===== src/hdl/dispatch_pkg.sv =====
// Vector dispatch package with the widths, uop, ROB entry, operand and RS payload types
package dispatch_pkg;

    // Uops examined per cycle and VRF read ports shared by them
    parameter int NUM_DP_UOP = 2;
    parameter int NUM_VRF_RD = 4;
    parameter int VLEN       = 128;
    parameter int ROB_DEPTH  = 8;

    typedef logic [4:0]                   vreg_idx_t;
    typedef logic [VLEN-1:0]              vdata_t;
    typedef logic [$clog2(ROB_DEPTH)-1:0] rob_tag_t;
    typedef logic [5:0]                   funct6_t;
    typedef logic [31:0]                  xdata_t;
    // Number of VRF sources, up to three per uop and six for both
    typedef logic [2:0]                   src_cnt_t;

    typedef enum logic {
        EXE_ALU,
        EXE_MUL
    } exe_unit_e;

    typedef struct packed {
        vreg_idx_t vs1_idx;
        logic      vs1_valid;
        vreg_idx_t vs2_idx;
        logic      vs2_valid;
        vreg_idx_t vd_idx;
        logic      vd_valid;
        // vd is also read as a third source
        logic      vs3_valid;
        exe_unit_e exe_unit;
        funct6_t   funct6;
        xdata_t    rs1_data;
        logic      rs1_valid;
        logic      last_uop;
    } dp_uop_t;

    typedef struct packed {
        logic      valid;
        vreg_idx_t w_idx;
        // Result written back and usable for bypass
        logic      w_valid;
        vdata_t    w_data;
    } rob_entry_t;

    typedef struct packed {
        logic   vs1_hazard;
        logic   vs1_hit;
        vdata_t vs1_data;
        logic   vs2_hazard;
        logic   vs2_hit;
        vdata_t vs2_data;
        logic   vs3_hazard;
        logic   vs3_hit;
        vdata_t vs3_data;
        logic   hazard;
    } raw_info_t;

    typedef struct packed {
        vdata_t vs1;
        vdata_t vs2;
        vdata_t vd;
    } uop_operand_t;

    typedef struct packed {
        rob_tag_t rob_tag;
        funct6_t  funct6;
        vdata_t   vs1_data;
        logic     vs1_valid;
        vdata_t   vs2_data;
        logic     vs2_valid;
        vdata_t   vd_data;
        logic     vd_valid;
        xdata_t   rs1_data;
        logic     rs1_valid;
    } rs_uop_t;

    typedef struct packed {
        vreg_idx_t w_idx;
        logic      w_valid;
        logic      last_uop;
    } rob_push_t;

    // VRF sources read by one uop
    function automatic src_cnt_t src_count(dp_uop_t u);
        return src_cnt_t'(u.vs1_valid) + src_cnt_t'(u.vs2_valid) + src_cnt_t'(u.vs3_valid);
    endfunction

endpackage


===== src/hdl/dispatch_operand_sel.sv =====
// Operand select for one uop between ROB bypass data and VRF read data
`timescale 1ns/1ps

module dispatch_operand_sel (
    input  dispatch_pkg::dp_uop_t                                uop,
    input  dispatch_pkg::raw_info_t                              raw,
    input  dispatch_pkg::vdata_t [dispatch_pkg::NUM_VRF_RD-1:0]  vrf_rd_data,
    input  dispatch_pkg::src_cnt_t                               slot_base,
    output dispatch_pkg::uop_operand_t                           operand
);

    import dispatch_pkg::*;

    function automatic vdata_t vrf_pick(src_cnt_t p);
        return (p < NUM_VRF_RD) ? vrf_rd_data[p] : '0;
    endfunction

    // Port numbering follows the planner, counted from this uop's first port
    always_comb begin
        src_cnt_t port;

        operand = '0;
        port    = slot_base;

        if (uop.vs1_valid) begin
            operand.vs1 = raw.vs1_hit ? raw.vs1_data : vrf_pick(port);
            port        = port + 1'b1;
        end

        if (uop.vs2_valid) begin
            operand.vs2 = raw.vs2_hit ? raw.vs2_data : vrf_pick(port);
            port        = port + 1'b1;
        end

        // vd read as vs3, the last source of the uop
        if (uop.vs3_valid) begin
            operand.vd = raw.vs3_hit ? raw.vs3_data : vrf_pick(port);
        end
    end

endmodule


===== config.mk =====
export PLATFORM = sky130hd
export DESIGN_NAME = dispatch_operand_sel
export DESIGN_NICKNAME = d
export VERILOG_FILES = /design/src/hdl/dispatch_pkg.sv /design/src/hdl/dispatch_operand_sel.sv
export SDC_FILE = /design/constraint.sdc
export NUM_CORES = 1
export LEC_CHECK = 0
export ABC_AREA = 1
export ABC_CLOCK_PERIOD_IN_PS = 4600
export BUFFER_PORTS_ARGS = -buffer_cell sky130_fd_sc_hd__buf_4
export CELL_PAD_IN_SITES_DETAIL_PLACEMENT = 0
export CELL_PAD_IN_SITES_GLOBAL_PLACEMENT = 2
export CORE_AREA = 2 2 525 527
export DETAILED_ROUTE_END_ITERATION = 8
export DIE_AREA = 0 0 527 529
export PLACE_DENSITY = 0.5
export SLEW_MARGIN = 20
export SYNTH_ARGS = -nofsm -noshare
export SYNTH_HDL_FRONTEND = slang
export SYNTH_SLANG_ARGS = --single-unit

===== constraint.sdc =====
create_clock -name vclk -period 4.6
set_input_delay 0.92 -clock vclk [all_inputs]
set_output_delay 0.92 -clock vclk [all_outputs]
set_load 0.02 [all_outputs]

[Yosys cells after proc, flatten, opt, wreduce, memory -nomap -nowiden]
Cells that the tools add are included.
Storage, ports and cells
  output and inout port bits: 384
  input port bits: 966
  register bits after elaboration: 0
Cells by class
  $lt $le $gt $ge: 6
  $add $sub $neg: 2
  muxes and demuxes: 17
Operators by type and width (number)
  $mux 128: 12
  $bmux 128 s2: 3
  $lt 3x3->1 const B: 6
  $add 3x1->3 const B: 2
  $mux 3: 2

[Depth between registers and ports, before layout]
Gate-level depths: netlist (run 1).
  depth in word-level cells: 9
  depth in mapped cells: 15
  gate-level depth less buffers: 10

[Worst setup path after synthesis (run 1)]
No wires, ideal clock.
  kind: in2out
  from: input port slot_base[0]
  to: output port operand[107] (netlist name)
  arrival time: 3.030 ns
  path slack: 0.650 ns
  stages: 14
  buffers on the path: 4
  cell sequence: ha_1 > nand2_1 > o21ai_2 > clkbuf_1 > buf_2 > ha_1 > nand2_1 > inv_1 > a21oi_1 > buf_2 > clkbuf_1 > nand3_1 > nand3_1 > a21oi_1
RTL lines
  from (decl): line dispatch_operand_sel.sv:8  | input dispatch_pkg::src_cnt_t slot_base,
  to (decl): line dispatch_operand_sel.sv:9  | output dispatch_pkg::uop_operand_t operand

==> qor.txt, run 1 <==
STATUS
----------------------------------------------------------------------------------
Run status                                                            finished, final reports clean

FLOORPLANNING
----------------------------------------------------------------------------------
Number of top-level design ports                                             1,350
Die height                                                                  529 µm
Initial Util                                                                 6.59%
Area of the die                                                        279,000 µm²
Core region area                                                       273,000 µm²
Die width                                                                   527 µm
Site row count                                                                 192

SYNTH
----------------------------------------------------------------------------------
Cell area after synthesis                                               18,000 µm²
Yosys top cell by area                                                sky130_fd_sc_hd__nand2_1
Area share of the largest cell type after synthesis                          27.1%
Syn_nets                                                                     4,952
Post-Synthesis Cells                                                         3,984
Sequential fraction of the synthesis area                                       0%
Post-Syn Area per Cell                                                    4.51 µm²
Largest cells by area after synthesis                                 sky130_fd_sc_hd__nand2_1 (27%), sky130_fd_sc_hd__a21oi_1 (17%), sky130_fd_sc_hd__nand3_1 (16%), sky130_fd_sc_hd__o21ai_0 (11%), sky130_fd_sc_hd__inv_1 (7.0%)
Number of distinct library cells after synthesis                                19
Warnings, synthesis                                                              0

SETUP PATH
----------------------------------------------------------------------------------
Crit path launch type                                                   input port
Data arrival, critical path                                                3.38 ns
Critical path data required time                                           3.68 ns
CP endpoint kind                                                      primary output
First element of the critical path                                    slot_base[0]
CP Capture Point                                                       operand[57]
Worst setup path class                                                input port to primary output
Maximum net fanout on the critical path                                         26

FINAL LAYOUT
----------------------------------------------------------------------------------
Total area of multi-input combinational cells                           14,900 µm²
Number of sequential storage elements                                            0
Area Growth Syn to Fin                                                       82.0%
Fin nets                                                                     6,031
Clock buffer instance count of the final layout                                  0
Filler Cell Count                                                           32,600
Final core utilization                                                       12.0%
FF/Latch Area                                                                0 µm²
Fraction of layout cells with a size suffix above 1                          29.7%

ROUTING
----------------------------------------------------------------------------------
Final routed wire length divided by cell count                             26.7 µm
Remaining number of nets flagged by the antenna check after routing              0
Number of iterations in the first detailed-routing pass                          6
Residual DRC                                                                     0
Starting DRC count in detailed routing                                       2,563
Vias after detailed routing                                                 33,000
Drt total wl                                                            232,000 µm
Average vias per placed instance                                              3.80

PLACED DESIGN
----------------------------------------------------------------------------------
Routability Congestion                                                       0.890
HPWL after detailed placement                                           187,000 µm
Post-Place Setup Slack                                                    0.255 ns
Count of input and output buffers                                            1,289

TIMING
----------------------------------------------------------------------------------
Measured slew at the worst slew-check pin                                  1.19 ns
Relative slew slack                                                          20.4%
Final worst-path setup slack                                              0.299 ns
Achievable clock frequency                                                 233 MHz
Setup TNS Final                                                               0 ns
Fin crit share                                                               93.5%
Final setup violation count                                                      0
Final max-slew violation count                                                   0
Endpoints failing hold                                                           0
Tmin final                                                                 4.30 ns
Unrepaired setup endpoints after global routing                                 no

GLOBAL ROUTING
----------------------------------------------------------------------------------
Grt ovf                                                                          0
Total track usage                                                            15.6%
Antenna violations before repair                                               116
Pin count of the biggest net entering global routing                           129
First-pass GRT wire length                                              301,000 µm
Number of global-route vias before repair                                   31,700

CTS
----------------------------------------------------------------------------------
# resized after CTS                                                              0
Cts hold-fix bufs                                                                0
Post-CTS Setup Bufs                                                              0

JOB
----------------------------------------------------------------------------------
Maximum capacitance violations                                                   0

POWER
----------------------------------------------------------------------------------
Pwr per Cell Area                                                       133 nW/µm²
Leakage Power                                                              15.1 nW
Worst ir drop on vdd                                                     0.0786 mV

MIN PATH
----------------------------------------------------------------------------------
Min-delay worst type                                                  input port to primary output

==> logic make-up after synthesis <==
group	count (synthesis)	share of synthesized area [%]
adders and majority gates	2	0.139
AOI/OAI and AO/OA	1199	35.1
buffers and inverters	733	17.6
and+or+nand+nor	2050	47.1
==> routing by layer <==
layer	GRT usage (%)	vias up	wire (µm)
li1	-	15400	-
met1	18.9	15800	94900
met2	28.2	1604	115000
met3	3.60	225	17400
met4	2.11	50	4010
met5	0	-	322
==> per-stage QoR <==
stage,area (µm²),total power [mW],instances,hold slack (ns)
CTS,32600,4.44,8650,2.20
finish,32700,4.35,8687,2.20
floorplan,18000,1.97,3984,2.02
global placement,32600,4.44,8650,2.20
detailed placement,32600,4.43,8650,2.20
global route,32700,4.70,8658,2.22
==> power by group <==
| group | leakage (nW) | internal, mW | switching, mW |
|---|---|---|---|
| Sequential | 0 | 0 | 0 |
| Combinational | 15.1 | 1.64 | 2.71 |
| Clock | 0.000233 | 0.000000391 | 0 |
==> layout by cell type, fill, tap and decap left out, types with 2 or more instances in the layout <==
cell	count
sky130_fd_sc_hd__nor2_1	147
sky130_fd_sc_hd__o211ai_1	126
sky130_fd_sc_hd__nand2_8	2
sky130_fd_sc_hd__diode_2	37
sky130_fd_sc_hd__nand2_1	1297
sky130_fd_sc_hd__o21ai_1	43
sky130_fd_sc_hd__buf_6	3
sky130_fd_sc_hd__or2_2	15
sky130_fd_sc_hd__buf_4	1396
sky130_fd_sc_hd__inv_1	335
sky130_fd_sc_hd__nor2_4	3
sky130_fd_sc_hd__buf_12	68
sky130_fd_sc_hd__inv_6	5
sky130_fd_sc_hd__nand3_1	581
sky130_fd_sc_hd__ha_1	2
sky130_fd_sc_hd__o21ai_0	407
sky130_fd_sc_hd__a21oi_1	621
sky130_fd_sc_hd__nand2_4	3
sky130_fd_sc_hd__nand3_4	2
==> layout make-up <==
class | count | share of cell area, %
Timing Repair Buffer | 1469 | 36.4
Antenna cell | 37 | 0.283
Inverter | 341 | 4.01
Tap cell | 3589 | 13.7
Multi-Input combinational cell | 3251 | 45.6
==> worst max-delay path, cell delays in order <==
cell and delay (ns):
sky130_fd_sc_hd__buf_8 0.14, sky130_fd_sc_hd__ha_1 0.29, sky130_fd_sc_hd__nand2_1 0.11, sky130_fd_sc_hd__o21ai_4 0.07, sky130_fd_sc_hd__ha_1 0.27, sky130_fd_sc_hd__nand2_1 0.13
sky130_fd_sc_hd__nand2_4 0.20, sky130_fd_sc_hd__buf_12 0.26, sky130_fd_sc_hd__buf_12 0.20, sky130_fd_sc_hd__nand3_1 0.16, sky130_fd_sc_hd__nand3_1 0.15, sky130_fd_sc_hd__a21oi_1 0.23
sky130_fd_sc_hd__buf_4 0.19
==> cell usage after synthesis, drive strengths merged <==
library cell	instances
nand2	1302
a21oi	622
nand3	583
or2	15
nor2	150
inv	341
buf	225
o21ai	451
ha	2
o211ai	126
clkbuf	167
==> how the worst min path moves through the flow <==
stage / from / endpoint / slack [ns] / depth (start not counted)
5_1_grt: raw[360] / operand[355] / 2.22 / 4
3_5_place_dp: raw[24] / operand[23] / 2.20 / 4
4_1_cts: raw[360] / operand[355] / 2.20 / 4
6_report: raw[360] / operand[355] / 2.20 / 4
2_1_floorplan: raw[127] / operand[126] / 2.02 / 2
3_3_place_gp: raw[360] / operand[355] / 2.20 / 4
Note: power is estimated with default switching activity, not from simulation.
==> inputs of run 2 (changes only) <==
--- a/config.mk
+++ b/config.mk
@@ -5,15 +5,14 @@
 export SDC_FILE = /design/constraint.sdc
 export NUM_CORES = 1
 export LEC_CHECK = 0
-export ABC_AREA = 1
 export ABC_CLOCK_PERIOD_IN_PS = 4600
 export BUFFER_PORTS_ARGS = -buffer_cell sky130_fd_sc_hd__buf_4
 export CELL_PAD_IN_SITES_DETAIL_PLACEMENT = 0
 export CELL_PAD_IN_SITES_GLOBAL_PLACEMENT = 2
-export CORE_AREA = 2 2 525 527
+export CORE_AREA = 2 2 521 523
 export DETAILED_ROUTE_END_ITERATION = 8
-export DIE_AREA = 0 0 527 529
-export PLACE_DENSITY = 0.5
+export DIE_AREA = 0 0 523 525
+export PLACE_DENSITY = 0.42
 export SLEW_MARGIN = 20
 export SYNTH_ARGS = -nofsm -noshare
 export SYNTH_HDL_FRONTEND = slang
==> run 2 against run 1 <==
  * Final area fell by 7.4%
  * Setup slack lost 0.27 ns
  * Critical path depth decreased by 3
  * Critical endpoint is now operand[3]
  * Sequential share of layout area did not move
  * Die area shrank 1.5%
  * Highest routed layer unchanged
  * Core utilization fell by 0.74 points
==> qor.txt, run 2 <==
ROUTING
----------------------------------------------------------------------------------
Average vias per placed instance                                              3.39   -11%
Number of iterations in the first detailed-routing pass                          5   -1
Remaining number of nets flagged by the antenna check after routing              0   unchanged
Final routed wire length divided by cell count                             31.6 µm   +19%
Drt total wl                                                            201,000 µm   -13%
Vias after detailed routing                                                 21,500   -35%
Residual DRC                                                                     0   unchanged
Starting DRC count in detailed routing                                       1,391   -46%

FLOORPLANNING
----------------------------------------------------------------------------------
Core region area                                                       269,000 µm²   -1.3%
Site row count                                                                 191   -0.52%
Initial Util                                                                 5.70%   -0.89 points
Number of top-level design ports                                             1,350   unchanged
Area of the die                                                        275,000 µm²   -1.5%
Die height                                                                  525 µm   -0.76%
Die width                                                                   523 µm   -0.76%

MIN PATH
----------------------------------------------------------------------------------
Cell count of the worst hold path                                                4   unchanged
Min-delay worst type                                                  input port to primary output
Critical hold path startpoint                                             raw[136]
Worst Hold Path EP                                                    operand[133]

SYNTH
----------------------------------------------------------------------------------
Post-Syn Area per Cell                                                    10.2 µm²   +130%
Most numerous cell in the Yosys netlist                               sky130_fd_sc_hd__mux4_2
Warnings, synthesis                                                              0   unchanged
Largest cells by area after synthesis                                 sky130_fd_sc_hd__mux4_2 (49%), sky130_fd_sc_hd__mux2i_1 (17%), sky130_fd_sc_hd__a22oi_1 (6.3%), sky130_fd_sc_hd__a22o_1 (5.8%), sky130_fd_sc_hd__nor2b_1 (5.3%)
Post-Synthesis Cells                                                         1,506   -62%
Cell area after synthesis                                               15,300 µm²   -15%
Syn_nets                                                                     2,474   -50%
Yosys top cell by area                                                sky130_fd_sc_hd__mux4_2
Number of distinct library cells after synthesis                                22   +3
Most frequent cells after synthesis                                   sky130_fd_sc_hd__mux4_2 (333), sky130_fd_sc_hd__mux2i_1 (256), sky130_fd_sc_hd__nand2_1 (185)
Sequential fraction of the synthesis area                                       0%   unchanged
Area share of the largest cell type after synthesis                          48.9%   +22 points

TIMING
----------------------------------------------------------------------------------
Tmin final                                                                 4.57 ns   +0.269 ns
Final worst-path setup slack                                             0.0296 ns   -0.269 ns
Final setup violation count                                                      0   unchanged
Fin crit share                                                               99.4%   +5.9 points
Endpoints failing hold                                                           0   unchanged
Achievable clock frequency                                                 219 MHz   -5.9%
Measured slew at the worst slew-check pin                                  1.06 ns   -0.134 ns
Unrepaired setup endpoints after global routing                                 no
Final max-slew violation count                                                   0   unchanged
Relative slew slack                                                          28.5%   +8.2 points

FINAL LAYOUT
----------------------------------------------------------------------------------
Clock buffer instance count of the final layout                                  0   unchanged
Area Growth Syn to Fin                                                       97.4%
Filler Cell Count                                                           31,100   -4.5%
Most common library cell in the layout ignoring fill and taps         sky130_fd_sc_hd__buf_4
Fin nets                                                                     3,697   -39%
Final core utilization                                                       11.2%   -0.74 points
Fraction of layout cells with a size suffix above 1                          64.9%   +35 points
Summed area of non-filler cells in the final layout                     30,300 µm²   -7.4%
Number of non-filler instances in the completed layout                       6,346   -27%
Number of sequential storage elements                                            0   unchanged
FF/Latch Area                                                                0 µm²   unchanged
Commonest cells after routing, fill and taps aside                    sky130_fd_sc_hd__buf_4 (1,388), sky130_fd_sc_hd__mux4_2 (333), sky130_fd_sc_hd__mux2i_1 (254), sky130_fd_sc_hd__nand2_1 (185), sky130_fd_sc_hd__nor2b_1 (129)

GLOBAL ROUTING
----------------------------------------------------------------------------------
Antenna violations before repair                                               173   +49%
Number of global-route vias before repair                                   21,500   -32%
Grt ovf                                                                          0   unchanged
First-pass GRT wire length                                              250,000 µm   -17%
Pin count of the biggest net entering global routing                            71   -45%
Total track usage                                                            13.8%   -1.8 points

POWER
----------------------------------------------------------------------------------
Worst ir drop on vdd                                                     0.0613 mV   -22%
Leakage Power                                                              12.3 nW   -19%
Overall power of the completed layout                                      4.42 mW   +1.6%
Pwr per Cell Area                                                       146 nW/µm²   +9.8%

SETUP PATH
----------------------------------------------------------------------------------
Dominant delay contributor by cell family on the critical path        multiplexers
Crit path cell chain                                                  buf_8 -> ha_4 -> mux2_4 -> ha_1 -> mux2_8 -> buf_12 -> buf_12 -> mux4_2 -> a22o_1 -> buf_4
Delay of the slowest cell on the worst path                                0.54 ns   +0.25 ns
CP endpoint kind                                                      primary output
Most frequent cell on the critical path                               sky130_fd_sc_hd__buf_12
Crit path launch type                                                   input port
Critical path data required time                                           3.68 ns   about the same
Worst setup path class                                                input port to primary output
Buf+Inv Stages, Crit Path                                                        4   unchanged
Standard cell with the maximum stage delay on the critical path       sky130_fd_sc_hd__mux4_2
Data arrival, critical path                                                3.65 ns   +0.27 ns
Maximum net fanout on the critical path                                         12   -54%

PLACED DESIGN
----------------------------------------------------------------------------------
Cell Count Post-Placement                                                    6,297   -27%
HPWL after detailed placement                                           178,000 µm   -4.9%
Placed inst area                                                        30,200 µm²   -7.5%
Count of input and output buffers                                            1,289   unchanged
Routability Congestion                                                       0.846   -5.0%
Post-Place Setup Slack                                                   0.0270 ns   -0.228 ns

JOB
----------------------------------------------------------------------------------
Maximum capacitance violations                                                   0   unchanged

STATUS
----------------------------------------------------------------------------------
Run status                                                            finished, final reports clean

[run 2: changes by cell type in the layout (fill, tap and decap cells not counted), sizes merged, moves of 41 or more]
cell,delta
nor2b,+129
o211ai,-126
mux4,+333
a21oi,-622
nand3,-582
buf,-41
nand2,-1117
a22o,+101
mux2i,+256
a22oi,+128
inv,-341
nor2,-149
o21ai,-323
[run 2: layer usage]
layer,vias up,share of wire [%],wire (µm),GRT usage (%)
met2,1252,47,95200,23.4
li1,8770,-,-,-
met1,11100,40,79400,16.5
met5,-,0.46,915,0
met4,132,1.8,3700,1.98
met3,298,11,21600,5.68
[run 2: cell type report]
class / count / area (µm²) / area share (%)
Tap cell: 3570 / 4470 / 14.7
Timing Repair Buffer: 1428 / 11200 / 37.0
Multi-Input combinational cell: 1299 / 14500 / 47.9
Antenna cell: 49 / 123 / 0.405
[run 2: stage by stage]
step / hold WS (ns) / TNS (ns)
floorplan: 2.06 / 0
global placement: 2.16 / -0.00304
detailed placement: 2.15 / 0
CTS: 2.15 / 0
global route: 2.17 / 0
finish: 2.15 / 0
[run 2: kinds of logic (layout without fill, tap and decap cells)]
family	after synthesis	in the layout	synth area share (%)
AOI/OAI and AO/OA	384	384	18.0
buffers and inverters	207	1428	5.90
muxes	591	591	65.7
other	0	49	0
xor gates and xnor gates	3	3	0.261
and+or+nand+nor	319	319	9.97
adders and majority gates	2	2	0.163
[run 2: worst min-delay path, stage by stage]
cell and delay (ns):
sky130_fd_sc_hd__buf_4 0.07, sky130_fd_sc_hd__nand2_1 0.03, sky130_fd_sc_hd__o21ai_0 0.06, sky130_fd_sc_hd__buf_4 0.14
[run 2: worst max-delay path by stage]
stage                       startpoint     endpoint  slack, ns  cells after the start
after floorplan           slot_base[0]  operand[18]       0.23                     10
after global placement         uop[54]  operand[56]     -0.003                     10
after detailed placement       uop[54]  operand[56]       0.03                     10
after CTS                      uop[54]  operand[56]       0.01                     10
after global routing      slot_base[0]   operand[8]      0.003                     10
final                     slot_base[0]   operand[3]       0.03                     10
[run 2: timing repair]
item	in CTS	in global routing
setup buffers	0	0
hold buffers	0	0
resized for setup	0	1
setup endpoints to repair	0	1
[run 2: power breakdown]
group | internal [mW] | switching, mW
clock | 0.000000956 | 0
combinational | 2.09 | 2.33
sequential | 0 | 0
==> inputs of run 3 (changes only) <==
--- a/config.mk
+++ b/config.mk
@@ -6,7 +6,7 @@
 export NUM_CORES = 1
 export LEC_CHECK = 0
 export ABC_CLOCK_PERIOD_IN_PS = 4600
-export BUFFER_PORTS_ARGS = -buffer_cell sky130_fd_sc_hd__buf_4
+export BUFFER_PORTS_ARGS = -buffer_cell sky130_fd_sc_hd__buf_2
 export CELL_PAD_IN_SITES_DETAIL_PLACEMENT = 0
 export CELL_PAD_IN_SITES_GLOBAL_PLACEMENT = 2
 export CORE_AREA = 2 2 521 523
==> run 3 against run 2 <==
  * Non-clock buffer count up 5
  * Count of clock-buffer cells in the layout unchanged
  * Total power is 7.7% lower
  * Routed wire length is 1.5% lower
  * First-iteration DRC count is 22% higher
  * Die area unchanged
  * Maximum frequency up 1.7%
  * Hold slack better by 0.013 ns
==> qor.txt, run 3 (synthesis results as in run 2) <==
ROUTING
----------------------------------------------------------------------------------
Final routed wire length divided by cell count                             31.0 µm   -2.1%
Average vias per placed instance                                              3.49   +2.8%
Drt total wl                                                            198,000 µm   -1.5%
Starting DRC count in detailed routing                                       1,699   +22%
Number of iterations in the first detailed-routing pass                          5   unchanged
Vias after detailed routing                                                 22,300   +3.4%
Remaining number of nets flagged by the antenna check after routing              0   unchanged
Residual DRC                                                                     0   unchanged

TIMING
----------------------------------------------------------------------------------
Final setup violation count                                                      0   unchanged
Tmin final                                                                 4.49 ns   -0.0769 ns
Endpoints failing hold                                                           0   unchanged
Setup TNS Final                                                               0 ns   unchanged
Measured slew at the worst slew-check pin                                 0.895 ns   -0.166 ns
Achievable clock frequency                                                 223 MHz   +1.7%
Final max-slew violation count                                                   0   unchanged
Unrepaired setup endpoints after global routing                                 no
Final worst-path setup slack                                              0.107 ns   +0.0769 ns
Fin crit share                                                               97.7%   -1.7 points
Relative slew slack                                                          40.4%   +12 points

GLOBAL ROUTING
----------------------------------------------------------------------------------
Pin count of the biggest net entering global routing                            83   +17%
Grt ovf                                                                          0   unchanged
Total track usage                                                            13.5%   -0.28 points
First-pass GRT wire length                                              245,000 µm   -2.0%
Number of global-route vias before repair                                   21,400   -0.43%
Antenna violations before repair                                               261   +51%

PLACED DESIGN
----------------------------------------------------------------------------------
Post-Place Setup Slack                                                  -0.0216 ns   -0.0486 ns
HPWL after detailed placement                                           176,000 µm   -1.5%
Routability Congestion                                                       0.869   +2.7%
Count of input and output buffers                                            1,289   unchanged

SETUP PATH
----------------------------------------------------------------------------------
Maximum net fanout on the critical path                                         40   +28
Crit path cell chain                                                  buf_12 -> buf_4 -> xnor3_4 -> buf_12 -> buf_12 -> mux2i_1 -> nand2_1 -> a32o_1 -> buf_2
Standard cell with the maximum stage delay on the critical path       sky130_fd_sc_hd__xnor3_4
Data arrival, critical path                                                3.57 ns   -0.08 ns
CP endpoint kind                                                      primary output
Delay of the slowest cell on the worst path                                0.52 ns   -0.02 ns
Critical path data required time                                           3.68 ns   about the same
Crit path launch type                                                   input port
Worst setup path class                                                input port to primary output
Most frequent cell on the critical path                               sky130_fd_sc_hd__buf_12

FINAL LAYOUT
----------------------------------------------------------------------------------
Clock buffer instance count of the final layout                                  0   unchanged
Area Growth Syn to Fin                                                       78.2%
Most common library cell in the layout ignoring fill and taps         sky130_fd_sc_hd__buf_2
Number of sequential storage elements                                            0   unchanged
Fin nets                                                                     3,702   +0.14%
FF/Latch Area                                                                0 µm²   unchanged
Fraction of layout cells with a size suffix above 1                          65.0%   about the same
Commonest cells after routing, fill and taps aside                    sky130_fd_sc_hd__buf_2 (1,281), sky130_fd_sc_hd__mux4_2 (333), sky130_fd_sc_hd__mux2i_1 (254), sky130_fd_sc_hd__nand2_1 (185), sky130_fd_sc_hd__nor2b_1 (129)

MIN PATH
----------------------------------------------------------------------------------
Min-delay worst type                                                  input port to primary output

JOB
----------------------------------------------------------------------------------
Maximum capacitance violations                                                   0   unchanged

FLOORPLANNING
----------------------------------------------------------------------------------
Die width                                                                   523 µm   unchanged
Site row count                                                                 191   unchanged
Die height                                                                  525 µm   unchanged
Number of top-level design ports                                             1,350   unchanged
Core region area                                                       269,000 µm²   unchanged
Area of the die                                                        275,000 µm²   unchanged
Initial Util                                                                 5.70%   unchanged

POWER
----------------------------------------------------------------------------------
Internal power                                                             1.76 mW   -16%
Pwr per Cell Area                                                       149 nW/µm²   +2.3%
Worst ir drop on vdd                                                     0.0807 mV   +32%
Overall power of the completed layout                                      4.08 mW   -7.7%
Fraction of power consumed by combinational cells                           100.0%   about the same
Clock network fraction of total power                                           0%   unchanged
Leakage Power                                                              11.5 nW   -6.5%
Sequential group share of total power                                           0%   unchanged
Switching power                                                            2.32 mW   -0.63%
Switching share of total power                                               56.8%   +4.0 points

STATUS
----------------------------------------------------------------------------------
Run status                                                            finished, final reports clean

CTS
----------------------------------------------------------------------------------
Cts hold-fix bufs                                                                0   unchanged

-- run 3: changes by cell type in the layout (fill, tap and decap cells not counted) --
cell | previous run | this run
sky130_fd_sc_hd__ha_1 | 1 | 0
sky130_fd_sc_hd__a22o_1 | 100 | 101
sky130_fd_sc_hd__ha_4 | 1 | 2
sky130_fd_sc_hd__buf_16 | 0 | 3
sky130_fd_sc_hd__buf_8 | 2 | 1
sky130_fd_sc_hd__diode_2 | 49 | 84
sky130_fd_sc_hd__buf_2 | 0 | 1281
sky130_fd_sc_hd__buf_4 | 1388 | 104
sky130_fd_sc_hd__buf_12 | 36 | 42
sky130_fd_sc_hd__a22o_2 | 1 | 0
-- run 3: path summary, 6_finish.rpt --
check	startpoint	endpoint	cells past startpoint
hold / removal	raw[139]	operand[136]	4
setup / recovery	uop[54]	operand[119]	9
-- run 3: metal layers --
layer  GRT usage [%]  part of all wire (%)
met5               0                  0.60
met4            2.02                   2.4
met3            5.74                    12
met2            22.8                    46
met1            16.1                    39
-- run 3: repair_timing --
item                                    CTS  global route
resized for setup                         4             1
setup buffers                             3             0
endpoints found under the setup margin    4             6
pin swaps                                 0             0
-- run 3: critical path, delay by kind of cell --
kind | cells | cell delay, ns
multiplexers | 1 | 0.42
AND/OR/NAND/NOR | 1 | 0.24
AO/OA/AOI/OAI | 1 | 0.31
buffers and inverters | 5 | 1.05
XOR/XNOR | 1 | 0.52
-- run 3: through the flow --
stage | std cells | util (%) | hold WS [ns] | instance area, µm²
after floorplan | 1506 | - | 2.06 | 15300
after global placement | 6299 | 10.1 | 2.17 | 27100
after detailed placement | 6299 | 10.1 | 2.16 | 27100
after CTS | 6302 | 10.1 | 2.16 | 27100
after global routing | 6325 | 10.1 | 2.17 | 27200
final | 6386 | 10.2 | 2.16 | 27400
-- run 3: power by group through the flow --
stage                clock (mW)  combinational, mW  sequential (mW)
floorplan                     0               2.10                0
global placement              0               4.09                0
detailed placement            0               4.10                0
CTS                           0               4.14                0
global route        0.000000679               4.30                0
finish               0.00000232               4.08                0
-- run 3: final cells by class --
| class | instances | area, µm² |
|---|---|---|
| antenna | 84 | 210 |
| fill | 31500 | 242000 |
| multi-input combinational | 1299 | 14500 |
| tap | 3570 | 4470 |
| timing repair buffer | 1433 | 8160 |
